--- config.mk ---
export PLATFORM = sky130hd
export DESIGN_NAME = i2c_bridge_top
export DESIGN_NICKNAME = d
export VERILOG_FILES = /design/src/verilog/i2c_bridge_pkg.sv /design/src/verilog/i2c_line_if.sv /design/src/verilog/i2c_line_filter.sv /design/src/verilog/i2c_slave_phy.sv /design/src/verilog/word_fifo.sv /design/src/verilog/i2c_bridge_status.sv /design/src/verilog/i2c_bridge_top.sv
export VERILOG_INCLUDE_DIRS = /design/src /design/src/verilog
export SDC_FILE = /design/constraint.sdc
export NUM_CORES = 1
export LEC_CHECK = 0
export ABC_CLOCK_PERIOD_IN_PS = 3800
export BUFFER_PORTS_ARGS = -buffer_cell sky130_fd_sc_hd__buf_2
export CORE_MARGIN = 2
export CORE_UTILIZATION = 59
export CTS_CLUSTER_SIZE = 16
export DETAILED_ROUTE_END_ITERATION = 7
export GPL_ROUTABILITY_DRIVEN = 0
export GPL_TIMING_DRIVEN = 0
export HOLD_SLACK_MARGIN = 0.02
export PLACE_DENSITY = 0.79
export RECOVER_POWER = 25
export SYNTH_ARGS = -nofsm -noshare
export SYNTH_HDL_FRONTEND = slang
export SYNTH_HIERARCHICAL = 1
export SYNTH_SLANG_ARGS = --single-unit
export TNS_END_PERCENT = 1
--- constraint.sdc ---
create_clock -name clk -period 3.8 [get_ports clk]
set_input_delay 0.76 -clock clk [delete_from_list [all_inputs] [get_ports clk]]
set_output_delay 0.76 -clock clk [all_outputs]
set_load 0.02 [all_outputs]
--- src/verilog/i2c_bridge_params.svh ---
`ifndef I2C_BRIDGE_PARAMS_SVH
`define I2C_BRIDGE_PARAMS_SVH

// Pin filter length in clocks
`define MM_IIC_GLITCH 6

// Hold after the SCL fall before the slave lets go of SDA at the end of an ACK
`define MM_IIC_NEGEDGE_DLY 10

// Words per FIFO, power of two
`define BRIDGE_FIFO_DEPTH 4

// Extra addresses the slave answers to, besides its own and general call
`define IIC_ALIAS_ADDR0 7'h40
`define IIC_ALIAS_ADDR1 7'h41

`endif

--- src/verilog/i2c_bridge_pkg.sv ---
package i2c_bridge_pkg;

	typedef logic [31:0] word_t;     // One FIFO word, four bus bytes
	typedef logic [7:0]  byte_t;
	typedef logic [6:0]  i2c_addr_t;
	typedef logic [15:0] stat_cnt_t;

	// Slave engine states
	typedef enum logic [2:0] {
		IDLE  = 3'd0,
		ADDR  = 3'd1,   // Shifting the address byte
		DWR   = 3'd2,   // Master writes data
		DRD   = 3'd3,   // Slave sends data
		ACKO  = 3'd4,   // Slave acks a data byte
		AACKO = 3'd5,   // Slave acks the address
		ACKI  = 3'd6    // Master acks a read byte
	} phy_state_t;

endpackage

--- src/verilog/i2c_line_if.sv ---
`timescale 1ns/1ns

interface i2c_line_if;

	logic scl;        // Filtered levels
	logic sda;
	logic start;      // One-cycle event pulses
	logic stop;
	logic scl_rise;
	logic scl_fall;

	modport src (
		output scl, sda, start, stop, scl_rise, scl_fall
	);

	modport snk (
		input scl, sda, start, stop, scl_rise, scl_fall
	);

endinterface

--- src/verilog/i2c_line_filter.sv ---
`timescale 1ns/1ns
`include "i2c_bridge_params.svh"

module i2c_line_filter (
	input  logic     clk,
	input  logic     rst,
	input  logic     scl_i,
	input  logic     sda_i,
	i2c_line_if.src  line
);

	logic [`MM_IIC_GLITCH-1:0] scl_f;   // Low taps double as the synchronizer
	logic [`MM_IIC_GLITCH-1:0] sda_f;
	logic scl, scl_r;
	logic sda, sda_r;

	// Level moves only when all older taps agree, else it holds
	function automatic logic settle(input logic [`MM_IIC_GLITCH-1:0] taps, input logic level);
		if (&taps[`MM_IIC_GLITCH-1:2])
			return 1'b1;
		else if (!(|taps[`MM_IIC_GLITCH-1:2]))
			return 1'b0;
		return level;
	endfunction

	always_ff @(posedge clk) begin
		if (rst) begin
			scl_f <= '1;   // Idle bus is high
			sda_f <= '1;
			scl   <= 1'b1;
			sda   <= 1'b1;
			scl_r <= 1'b1;
			sda_r <= 1'b1;
		end else begin
			scl_f <= {scl_f[`MM_IIC_GLITCH-2:0], scl_i};
			sda_f <= {sda_f[`MM_IIC_GLITCH-2:0], sda_i};
			scl   <= settle(scl_f, scl);
			sda   <= settle(sda_f, sda);
			scl_r <= scl;
			sda_r <= sda;
		end
	end

	// ------------------------------------------------------------------
	// Bus events from previous and current filtered levels
	// ------------------------------------------------------------------
	assign line.scl      = scl;
	assign line.sda      = sda;
	assign line.start    = scl_r && sda_r && scl && !sda;
	assign line.stop     = scl_r && !sda_r && scl && sda;
	assign line.scl_rise = !scl_r && scl;
	assign line.scl_fall = scl_r && !scl;

endmodule

--- src/verilog/i2c_slave_phy.sv ---
`timescale 1ns/1ns
`include "i2c_bridge_params.svh"

module i2c_slave_phy
	import i2c_bridge_pkg::*;
(
	input  logic      clk,
	input  logic      rst,
	i2c_line_if.snk   line,
	input  i2c_addr_t own_addr_i,
	input  logic      rx_full_i,
	output logic      rx_push_o,
	output word_t     rx_word_o,
	input  logic      tx_empty_i,
	output logic      tx_pop_o,
	input  word_t     tx_word_i,
	output logic      sda_pull_o,
	output byte_t     byte_o,
	output logic      byte_valid_o,
	output i2c_addr_t addr_o,
	output logic      wr_done_o,
	output logic      rd_done_o,
	output logic      rd_err_o
);

	phy_state_t state, nxt_state;
	word_t      shift_buf;      // Address, write data and read data all pass here
	logic [2:0] bit_cnt;
	logic [1:0] byte_cnt;       // Bytes within the current word
	logic [5:0] dly_cnt;
	logic       neg_dly;
	logic       get_8bit;
	logic       start_seen;
	logic       acki_f;         // Master ACK level, low means more
	logic       addr_ack;
	logic       rw_flg;
	logic       addr_match;
	logic       addr_ok;
	logic       bit_err;

	assign neg_dly  = dly_cnt == 6'(`MM_IIC_NEGEDGE_DLY);
	assign get_8bit = (&bit_cnt) && line.scl_fall;
	assign bit_err  = line.scl_rise && (line.sda == sda_pull_o);   // Bus differs from our bit

	assign addr_match = (shift_buf[7:1] == own_addr_i) ||
		(shift_buf[7:1] == `IIC_ALIAS_ADDR0) ||
		(shift_buf[7:1] == `IIC_ALIAS_ADDR1) ||
		(shift_buf[7:1] == 7'h00);
	// Read needs a word to send, write needs room for one
	assign addr_ok = addr_match && (shift_buf[0] ? !tx_empty_i : !rx_full_i);

	// ------------------------------------------------------------------
	// State machine
	// ------------------------------------------------------------------
	always_comb begin
		nxt_state = state;
		if (line.start || line.stop)
			nxt_state = IDLE;
		else
			case (state)
			IDLE:  if (start_seen && line.scl_fall) nxt_state = ADDR;
			ADDR:  if (get_8bit) nxt_state = AACKO;
			DWR:   if (get_8bit) nxt_state = ACKO;
			DRD:   if (bit_err) nxt_state = IDLE;
				else if (get_8bit) nxt_state = ACKI;
			ACKO:  if (neg_dly) nxt_state = DWR;
			AACKO: if (neg_dly) nxt_state = !addr_ack ? IDLE : (rw_flg ? DRD : DWR);
			ACKI:  if (line.scl_fall) nxt_state = acki_f ? IDLE : DRD;
			default: nxt_state = IDLE;
			endcase
	end

	always_ff @(posedge clk) begin
		if (rst)
			state <= IDLE;
		else
			state <= nxt_state;
	end

	always_ff @(posedge clk) begin
		if (rst)
			start_seen <= 1'b0;
		else if (line.start)
			start_seen <= 1'b1;
		else if (line.scl_fall)
			start_seen <= 1'b0;
	end

	always_ff @(posedge clk) begin
		if (rst || state == IDLE) begin
			bit_cnt  <= '0;
			byte_cnt <= '0;
		end else begin
			if ((state == ADDR || state == DWR || state == DRD) && line.scl_fall)
				bit_cnt <= bit_cnt + 3'd1;
			if ((state == DWR || state == DRD) && get_8bit)
				byte_cnt <= byte_cnt + 2'd1;
		end
	end

	// Counts from the ACK clock fall up to the release point
	always_ff @(posedge clk) begin
		if (rst)
			dly_cnt <= '0;
		else if (line.scl_fall && (state == ACKO || state == AACKO))
			dly_cnt <= 6'd1;
		else if (dly_cnt != '0 && !neg_dly)
			dly_cnt <= dly_cnt + 6'd1;
		else
			dly_cnt <= '0;
	end

	// ------------------------------------------------------------------
	// Address and acknowledge
	// ------------------------------------------------------------------
	always_ff @(posedge clk) begin
		if (rst || nxt_state == IDLE)
			addr_ack <= 1'b0;
		else if (state == ADDR && get_8bit)
			addr_ack <= addr_ok;
	end

	always_ff @(posedge clk) begin
		if (rst)
			rw_flg <= 1'b0;
		else if (state == ADDR && get_8bit)
			rw_flg <= shift_buf[0];
	end

	always_ff @(posedge clk) begin
		if (state == ADDR && get_8bit)
			addr_o <= shift_buf[7:1];
	end

	always_ff @(posedge clk) begin
		if (rst)
			acki_f <= 1'b1;
		else if (state == ACKI && line.scl_rise)
			acki_f <= line.sda;
	end

	// Pull changes after SCL falls, read errors and bus events
	always_ff @(posedge clk) begin
		if (rst || line.start || line.stop)
			sda_pull_o <= 1'b0;
		else if (state == ADDR && get_8bit)
			sda_pull_o <= addr_ok;
		else if (state == DWR && get_8bit)
			sda_pull_o <= !((&byte_cnt) && rx_full_i);   // NACK a word with no room
		else if (state == ACKO && neg_dly)
			sda_pull_o <= 1'b0;
		else if (state == AACKO && neg_dly)
			sda_pull_o <= addr_ack && rw_flg && !shift_buf[31];   // First read bit
		else if (state == DRD && (get_8bit || bit_err))
			sda_pull_o <= 1'b0;   // Let the master ack
		else if (state == DRD && line.scl_fall)
			sda_pull_o <= !shift_buf[31];
		else if (state == ACKI && line.scl_fall)
			sda_pull_o <= !acki_f && !shift_buf[31];
	end

	// ------------------------------------------------------------------
	// Data path and FIFO handshakes
	// ------------------------------------------------------------------
	always_ff @(posedge clk) begin
		if (tx_pop_o)
			shift_buf <= tx_word_i;
		else if (line.scl_rise && (state == ADDR || state == DWR || state == DRD))
			shift_buf <= {shift_buf[30:0], (state == DRD) ? 1'b0 : line.sda};
	end

	assign rx_word_o = shift_buf;
	assign byte_o    = shift_buf[7:0];

	always_ff @(posedge clk) begin
		if (rst) begin
			rx_push_o    <= 1'b0;
			tx_pop_o     <= 1'b0;
			byte_valid_o <= 1'b0;
			wr_done_o    <= 1'b0;
			rd_done_o    <= 1'b0;
			rd_err_o     <= 1'b0;
		end else begin
			rx_push_o    <= state == DWR && get_8bit && (&byte_cnt) && !rx_full_i;
			tx_pop_o     <= (state == AACKO && line.scl_rise && addr_ack && rw_flg) ||
				(state == ACKI && line.scl_rise && !line.sda && byte_cnt == 2'd0 &&
				!tx_empty_i);
			byte_valid_o <= state == DWR && get_8bit;
			wr_done_o    <= state == DWR && (line.start || line.stop);
			rd_done_o    <= state == ACKI && line.scl_fall && acki_f;
			rd_err_o     <= state == DRD && bit_err;
		end
	end

	a_push_room: assert property (@(posedge clk) disable iff (rst) rx_push_o |-> !rx_full_i)
		else $error("ERR %0t: receive push while FIFO full", $time);

	a_idle_release: assert property (@(posedge clk) disable iff (rst)
		state == IDLE |-> !sda_pull_o)
		else $error("ERR %0t: SDA pulled in IDLE", $time);

endmodule

--- src/verilog/word_fifo.sv ---
`timescale 1ns/1ns

module word_fifo
	import i2c_bridge_pkg::*;
#(
	parameter int DEPTH = 4
) (
	input  logic  clk,
	input  logic  rst,
	input  logic  push_i,
	input  word_t data_i,
	input  logic  pop_i,
	output word_t data_o,
	output logic  full_o,
	output logic  empty_o
);

	localparam int AW = $clog2(DEPTH);

	word_t         mem [DEPTH];
	logic [AW-1:0] wr_ptr;
	logic [AW-1:0] rd_ptr;
	logic [AW:0]   count;     // Occupancy
	logic          wr_en;
	logic          rd_en;

	assign full_o  = count == (AW+1)'(DEPTH);
	assign empty_o = count == '0;
	assign wr_en   = push_i && !full_o;
	assign rd_en   = pop_i && !empty_o;

	// Head word straight from the storage registers
	assign data_o = mem[rd_ptr];

	always_ff @(posedge clk) begin
		if (wr_en)
			mem[wr_ptr] <= data_i;
	end

	always_ff @(posedge clk) begin
		if (rst) begin
			wr_ptr <= '0;
			rd_ptr <= '0;
			count  <= '0;
		end else begin
			if (wr_en)
				wr_ptr <= wr_ptr + 1'b1;   // Wraps at DEPTH
			if (rd_en)
				rd_ptr <= rd_ptr + 1'b1;
			if (wr_en && !rd_en)
				count <= count + 1'b1;
			else if (rd_en && !wr_en)
				count <= count - 1'b1;
		end
	end

	a_no_overflow: assert property (@(posedge clk) disable iff (rst) push_i |-> !full_o)
		else $error("ERR %0t: FIFO push while full", $time);

	a_no_underflow: assert property (@(posedge clk) disable iff (rst) pop_i |-> !empty_o)
		else $error("ERR %0t: FIFO pop while empty", $time);

endmodule

--- src/verilog/i2c_bridge_status.sv ---
`timescale 1ns/1ns

module i2c_bridge_status
	import i2c_bridge_pkg::*;
(
	input  logic      clk,
	input  logic      rst,
	input  logic      wr_done_i,
	input  logic      rd_done_i,
	input  logic      rd_err_i,
	output stat_cnt_t wr_count_o,
	output stat_cnt_t rd_count_o,
	output stat_cnt_t err_count_o
);

	// Stops at all ones
	function automatic stat_cnt_t sat_inc(input stat_cnt_t cnt);
		return (&cnt) ? cnt : cnt + 1'b1;
	endfunction

	always_ff @(posedge clk) begin
		if (rst) begin
			wr_count_o  <= '0;
			rd_count_o  <= '0;
			err_count_o <= '0;
		end else begin
			if (wr_done_i)
				wr_count_o <= sat_inc(wr_count_o);
			if (rd_done_i)
				rd_count_o <= sat_inc(rd_count_o);
			if (rd_err_i)
				err_count_o <= sat_inc(err_count_o);
		end
	end

	// Events come from different engine states
	a_one_event: assert property (@(posedge clk) disable iff (rst)
		$onehot0({wr_done_i, rd_done_i, rd_err_i}))
		else $error("ERR %0t: status events collide", $time);

endmodule

--- src/verilog/i2c_bridge_top.sv ---
`timescale 1ns/1ns
`include "i2c_bridge_params.svh"

module i2c_bridge_top
	import i2c_bridge_pkg::*;
(
	input  logic      clk,
	input  logic      rst,
	input  logic      scl_i,
	input  logic      sda_i,
	output logic      sda_pull_o,    // Open-drain enable, high pulls SDA low
	input  i2c_addr_t own_addr_i,
	input  logic      rx_pop_i,
	output word_t     rx_word_o,
	output logic      rx_empty_o,
	input  logic      tx_push_i,
	input  word_t     tx_word_i,
	output logic      tx_full_o,
	output byte_t     byte_o,
	output logic      byte_valid_o,
	output i2c_addr_t addr_o,
	output stat_cnt_t wr_count_o,
	output stat_cnt_t rd_count_o,
	output stat_cnt_t err_count_o
);

	word_t rx_word;
	word_t tx_word;
	logic  rx_push, rx_full;
	logic  tx_pop, tx_empty;
	logic  wr_done, rd_done, rd_err;

	i2c_line_if line_if ();

	i2c_line_filter i2c_line_filter_i (
		.clk   (clk),
		.rst   (rst),
		.scl_i (scl_i),
		.sda_i (sda_i),
		.line  (line_if.src)
	);

	i2c_slave_phy i2c_slave_phy_i (
		.clk          (clk),
		.rst          (rst),
		.line         (line_if.snk),
		.own_addr_i   (own_addr_i),
		.rx_full_i    (rx_full),
		.rx_push_o    (rx_push),
		.rx_word_o    (rx_word),
		.tx_empty_i   (tx_empty),
		.tx_pop_o     (tx_pop),
		.tx_word_i    (tx_word),
		.sda_pull_o   (sda_pull_o),
		.byte_o       (byte_o),
		.byte_valid_o (byte_valid_o),
		.addr_o       (addr_o),
		.wr_done_o    (wr_done),
		.rd_done_o    (rd_done),
		.rd_err_o     (rd_err)
	);

	// Master to host
	word_fifo #(.DEPTH(`BRIDGE_FIFO_DEPTH)) rx_fifo_i (
		.clk     (clk),
		.rst     (rst),
		.push_i  (rx_push),
		.data_i  (rx_word),
		.pop_i   (rx_pop_i),
		.data_o  (rx_word_o),
		.full_o  (rx_full),
		.empty_o (rx_empty_o)
	);

	// Host to master
	word_fifo #(.DEPTH(`BRIDGE_FIFO_DEPTH)) tx_fifo_i (
		.clk     (clk),
		.rst     (rst),
		.push_i  (tx_push_i),
		.data_i  (tx_word_i),
		.pop_i   (tx_pop),
		.data_o  (tx_word),
		.full_o  (tx_full_o),
		.empty_o (tx_empty)
	);

	i2c_bridge_status i2c_bridge_status_i (
		.clk         (clk),
		.rst         (rst),
		.wr_done_i   (wr_done),
		.rd_done_i   (rd_done),
		.rd_err_i    (rd_err),
		.wr_count_o  (wr_count_o),
		.rd_count_o  (rd_count_o),
		.err_count_o (err_count_o)
	);

endmodule

==> qor.yml <==
run_status: "complete, no violations"
cts.sinks: 402
num_rows: 60
syn_inst: 1023
hpwl_um: 20800
tritoncts: "yes"
numCtsBuffers: 41
clkPwrFrac: 0.432
synth_common_cells: "edfxtp_1 (295), dfxtp_1 (107), mux4_2 (60), nor2_1 (58), mux2_2 (39)"
crit_required_ns: 3.04
crit_arrival_ns: 1.91
p_comb_frac: 0.040
yosysSeqAreaShare: 0.677
synth_top_cell_by_area: "edfxtp_1"
grt_pass1_vias: 9391
p_int_w: 0.00727
ir_drop_mv: 0.395
synth-edff-count: 295
p_sw_w: 0.00191
worst_pin_slew_ns: 0.894
vias_per_cell: 6.03
coreArea_um2: 27000
endpoint_kind: "output port"
hold_viol: 0
die-area_um2: 28900
synth-main-ff-cell: "edfxtp_1"
cts-hold-fix-buffers: 0
synth_seq_cells: 402
slew_headroom: 0.402
clk_path_buf_depth: 3
async_reset_ff_frac: 0
sequentialPowerShare: 0.527
ys_types: 74
clock.fmax_mhz: 375
clock_latency_ns: 0.54
ant_nets: 0
wire_per_inst_um: 20.0
max_stage_delay_ns: 0.55
drc: 0
start_util: 0.601
netlist_area_um2: 16200
cts_resized: 0
crit_fanout: 10
cp_cell_sequence: "buf_6 > buf_12 > mux4_2 > buf_2"
antenna_found_initial: 4
period_needed_ns: 2.67
layout-area-overhead-vs-synth_pct: 15.3
syn_nets: 1090
fp.dieW_um: 170
cts_root_buf: "clkbuf_16"
dp.cells: 1507
grt_max_degree: 33
via_count: 9571
grt_overflow: 0
drt-initial-drc-count: 1028
path_class: "reg2out"
port_buffers: 143
post-cts-setup-buffers: 0
final_cells: 1586
routed_wl_um: 31700
ys.warnings.count: 6
finClkSkew_ns: 0.0238
start_kind: "flip-flop"
switching_share: 0.208
hp-class: "reg2reg"
maxCapViolations: 0
fin_crit_sh: 0.702
rsz0062_at_grt: "false"
synth.area.top_cells: "edfxtp_1 (55%), dfxtp_1 (13%), mux4_2 (8.3%), mux2_2 (2.7%), ha_1 (1.5%)"
nets: 1276
synth_most_common_cell: "edfxtp_1"
htreeDepth: 2
slew_viol_final: 0
grt_use_total: 0.225
fin_util: 0.693
crit_slowest_cell: "mux4_2"
synth_top_area_share: 0.545
path_clk_slew_ns: 0.06
finalSetupTns_ns: 0
grt_first_pass_wirelength_um: 50300
syn_area_per_cell_um2: 15.9
ios: 144
pwr_density_cell_nw_per_um2: 490
power_leakage_nw: 6.43
die_h_um: 170
drive_above_1_share: 0.271
finalSetupViolations: 0
first_pass_iters: 7
[metrics by stage]
stage               setup slack [ns]  hold slack, ns  area (um2)  power [W]
global route                    1.08           0.415       18700    0.00946
detailed placement              1.17           0.389       17400    0.00531
CTS                             1.11           0.389       18800    0.00926
global placement               0.350           0.385       17400    0.00529
floorplan                       1.05           0.383       16200    0.00516
finish                          1.13           0.401       18700    0.00917
[registers in the layout (all words and copies together) (netlist names), 3 cells and up, named ones only]
name,flops
i2c_slave_phy_i/addr_o,7
tx_fifo_i/mem,128
i2c_line_filter_i/sda_f,6
rx_fifo_i/count,3
i2c_line_filter_i/scl_f,6
i2c_slave_phy_i/state,3
i2c_slave_phy_i/bit_cnt,3
i2c_bridge_status_i/err_count_o,16
i2c_bridge_status_i/rd_count_o,16
tx_fifo_i/count,3
i2c_slave_phy_i/rx_word_o,32
rx_fifo_i/mem,128
i2c_bridge_status_i/wr_count_o,16
i2c_slave_phy_i/dly_cnt,6
[kinds of logic after synthesis]
logic type	after synthesis	synth area share
flops	402	0.677
simple gates	258	0.0869
buf+inv	76	0.0284
mux	111	0.122
fa+ha+maj	23	0.0185
compound gates	129	0.0543
xor+xnor	24	0.0134
[per-layer routing]
| metal | up-vias | GRT usage | share of wire | routed length [um] |
|---|---|---|---|---|
| met5 | - | 0 | 0.00041 | 13 |
| met2 | 377 | 0.352 | 0.47 | 14800 |
| met4 | 2 | 0.0870 | 0.033 | 1060 |
| met1 | 4728 | 0.318 | 0.43 | 13500 |
| li1 | 4394 | - | - | - |
| met3 | 70 | 0.0423 | 0.075 | 2400 |
[critical path: cells and delay by family, from the launching register on]
kind	cells	cell delay, ns
multiplexers	1	0.55
buffers and inverters	3	0.50
flip-flops	1	0.34
[power by group through the flow]
stage	clock, W	sequential [W]	combinational (W)
after floorplan	0	0.00492	0.000244
after global placement	0	0.00493	0.000363
after detailed placement	0	0.00493	0.000374
after CTS	0.00404	0.00484	0.000376
after global routing	0.00420	0.00485	0.000403
final	0.00397	0.00484	0.000368
[path summary, 6_finish.rpt]
check / from / depth (start not counted) / to / slack (ns)
setup / recovery: flip-flop / 4 / rx_word_o[31] / 1.13
hold / removal: i2c_line_filter_i/scl_f[1] / 1 / i2c_line_filter_i/scl_f[2] / 0.40
hold reg to reg: i2c_line_filter_i/scl_f[1] / 1 / i2c_line_filter_i/scl_f[2] / 0.40
setup reg to reg: i2c_slave_phy_i/bit_cnt[0] / 6 / i2c_slave_phy_i/addr_ack / 1.44
[cell usage in the layout, fill, tap and decap left out, types with 16 or more instances in the layout]
cell type,count
clkbuf_1,53
inv_1,27
a21oi_1,38
ha_1,20
mux2_2,39
dfxtp_1,107
clkbuf_16,42
nor2_1,58
o21ai_0,22
nand2_1,36
buf_2,125
nand3_1,17
nor3_1,27
edfxtp_1,295
mux4_2,60
nand4_1,16
[final cells by class]
cell class | instances | area [um2]
Antenna cell | 3 | 7.51
Buffer | 49 | 360
Clock buffer | 52 | 1120
Clock inverter | 24 | 235
Fill cell | 1767 | 8290
Inverter | 27 | 101
Multi-Input combinational cell | 545 | 4810
Sequential cell | 402 | 11000
Tap cell | 341 | 427
Timing Repair Buffer | 143 | 674
Power figures use the tool's default switching activity.
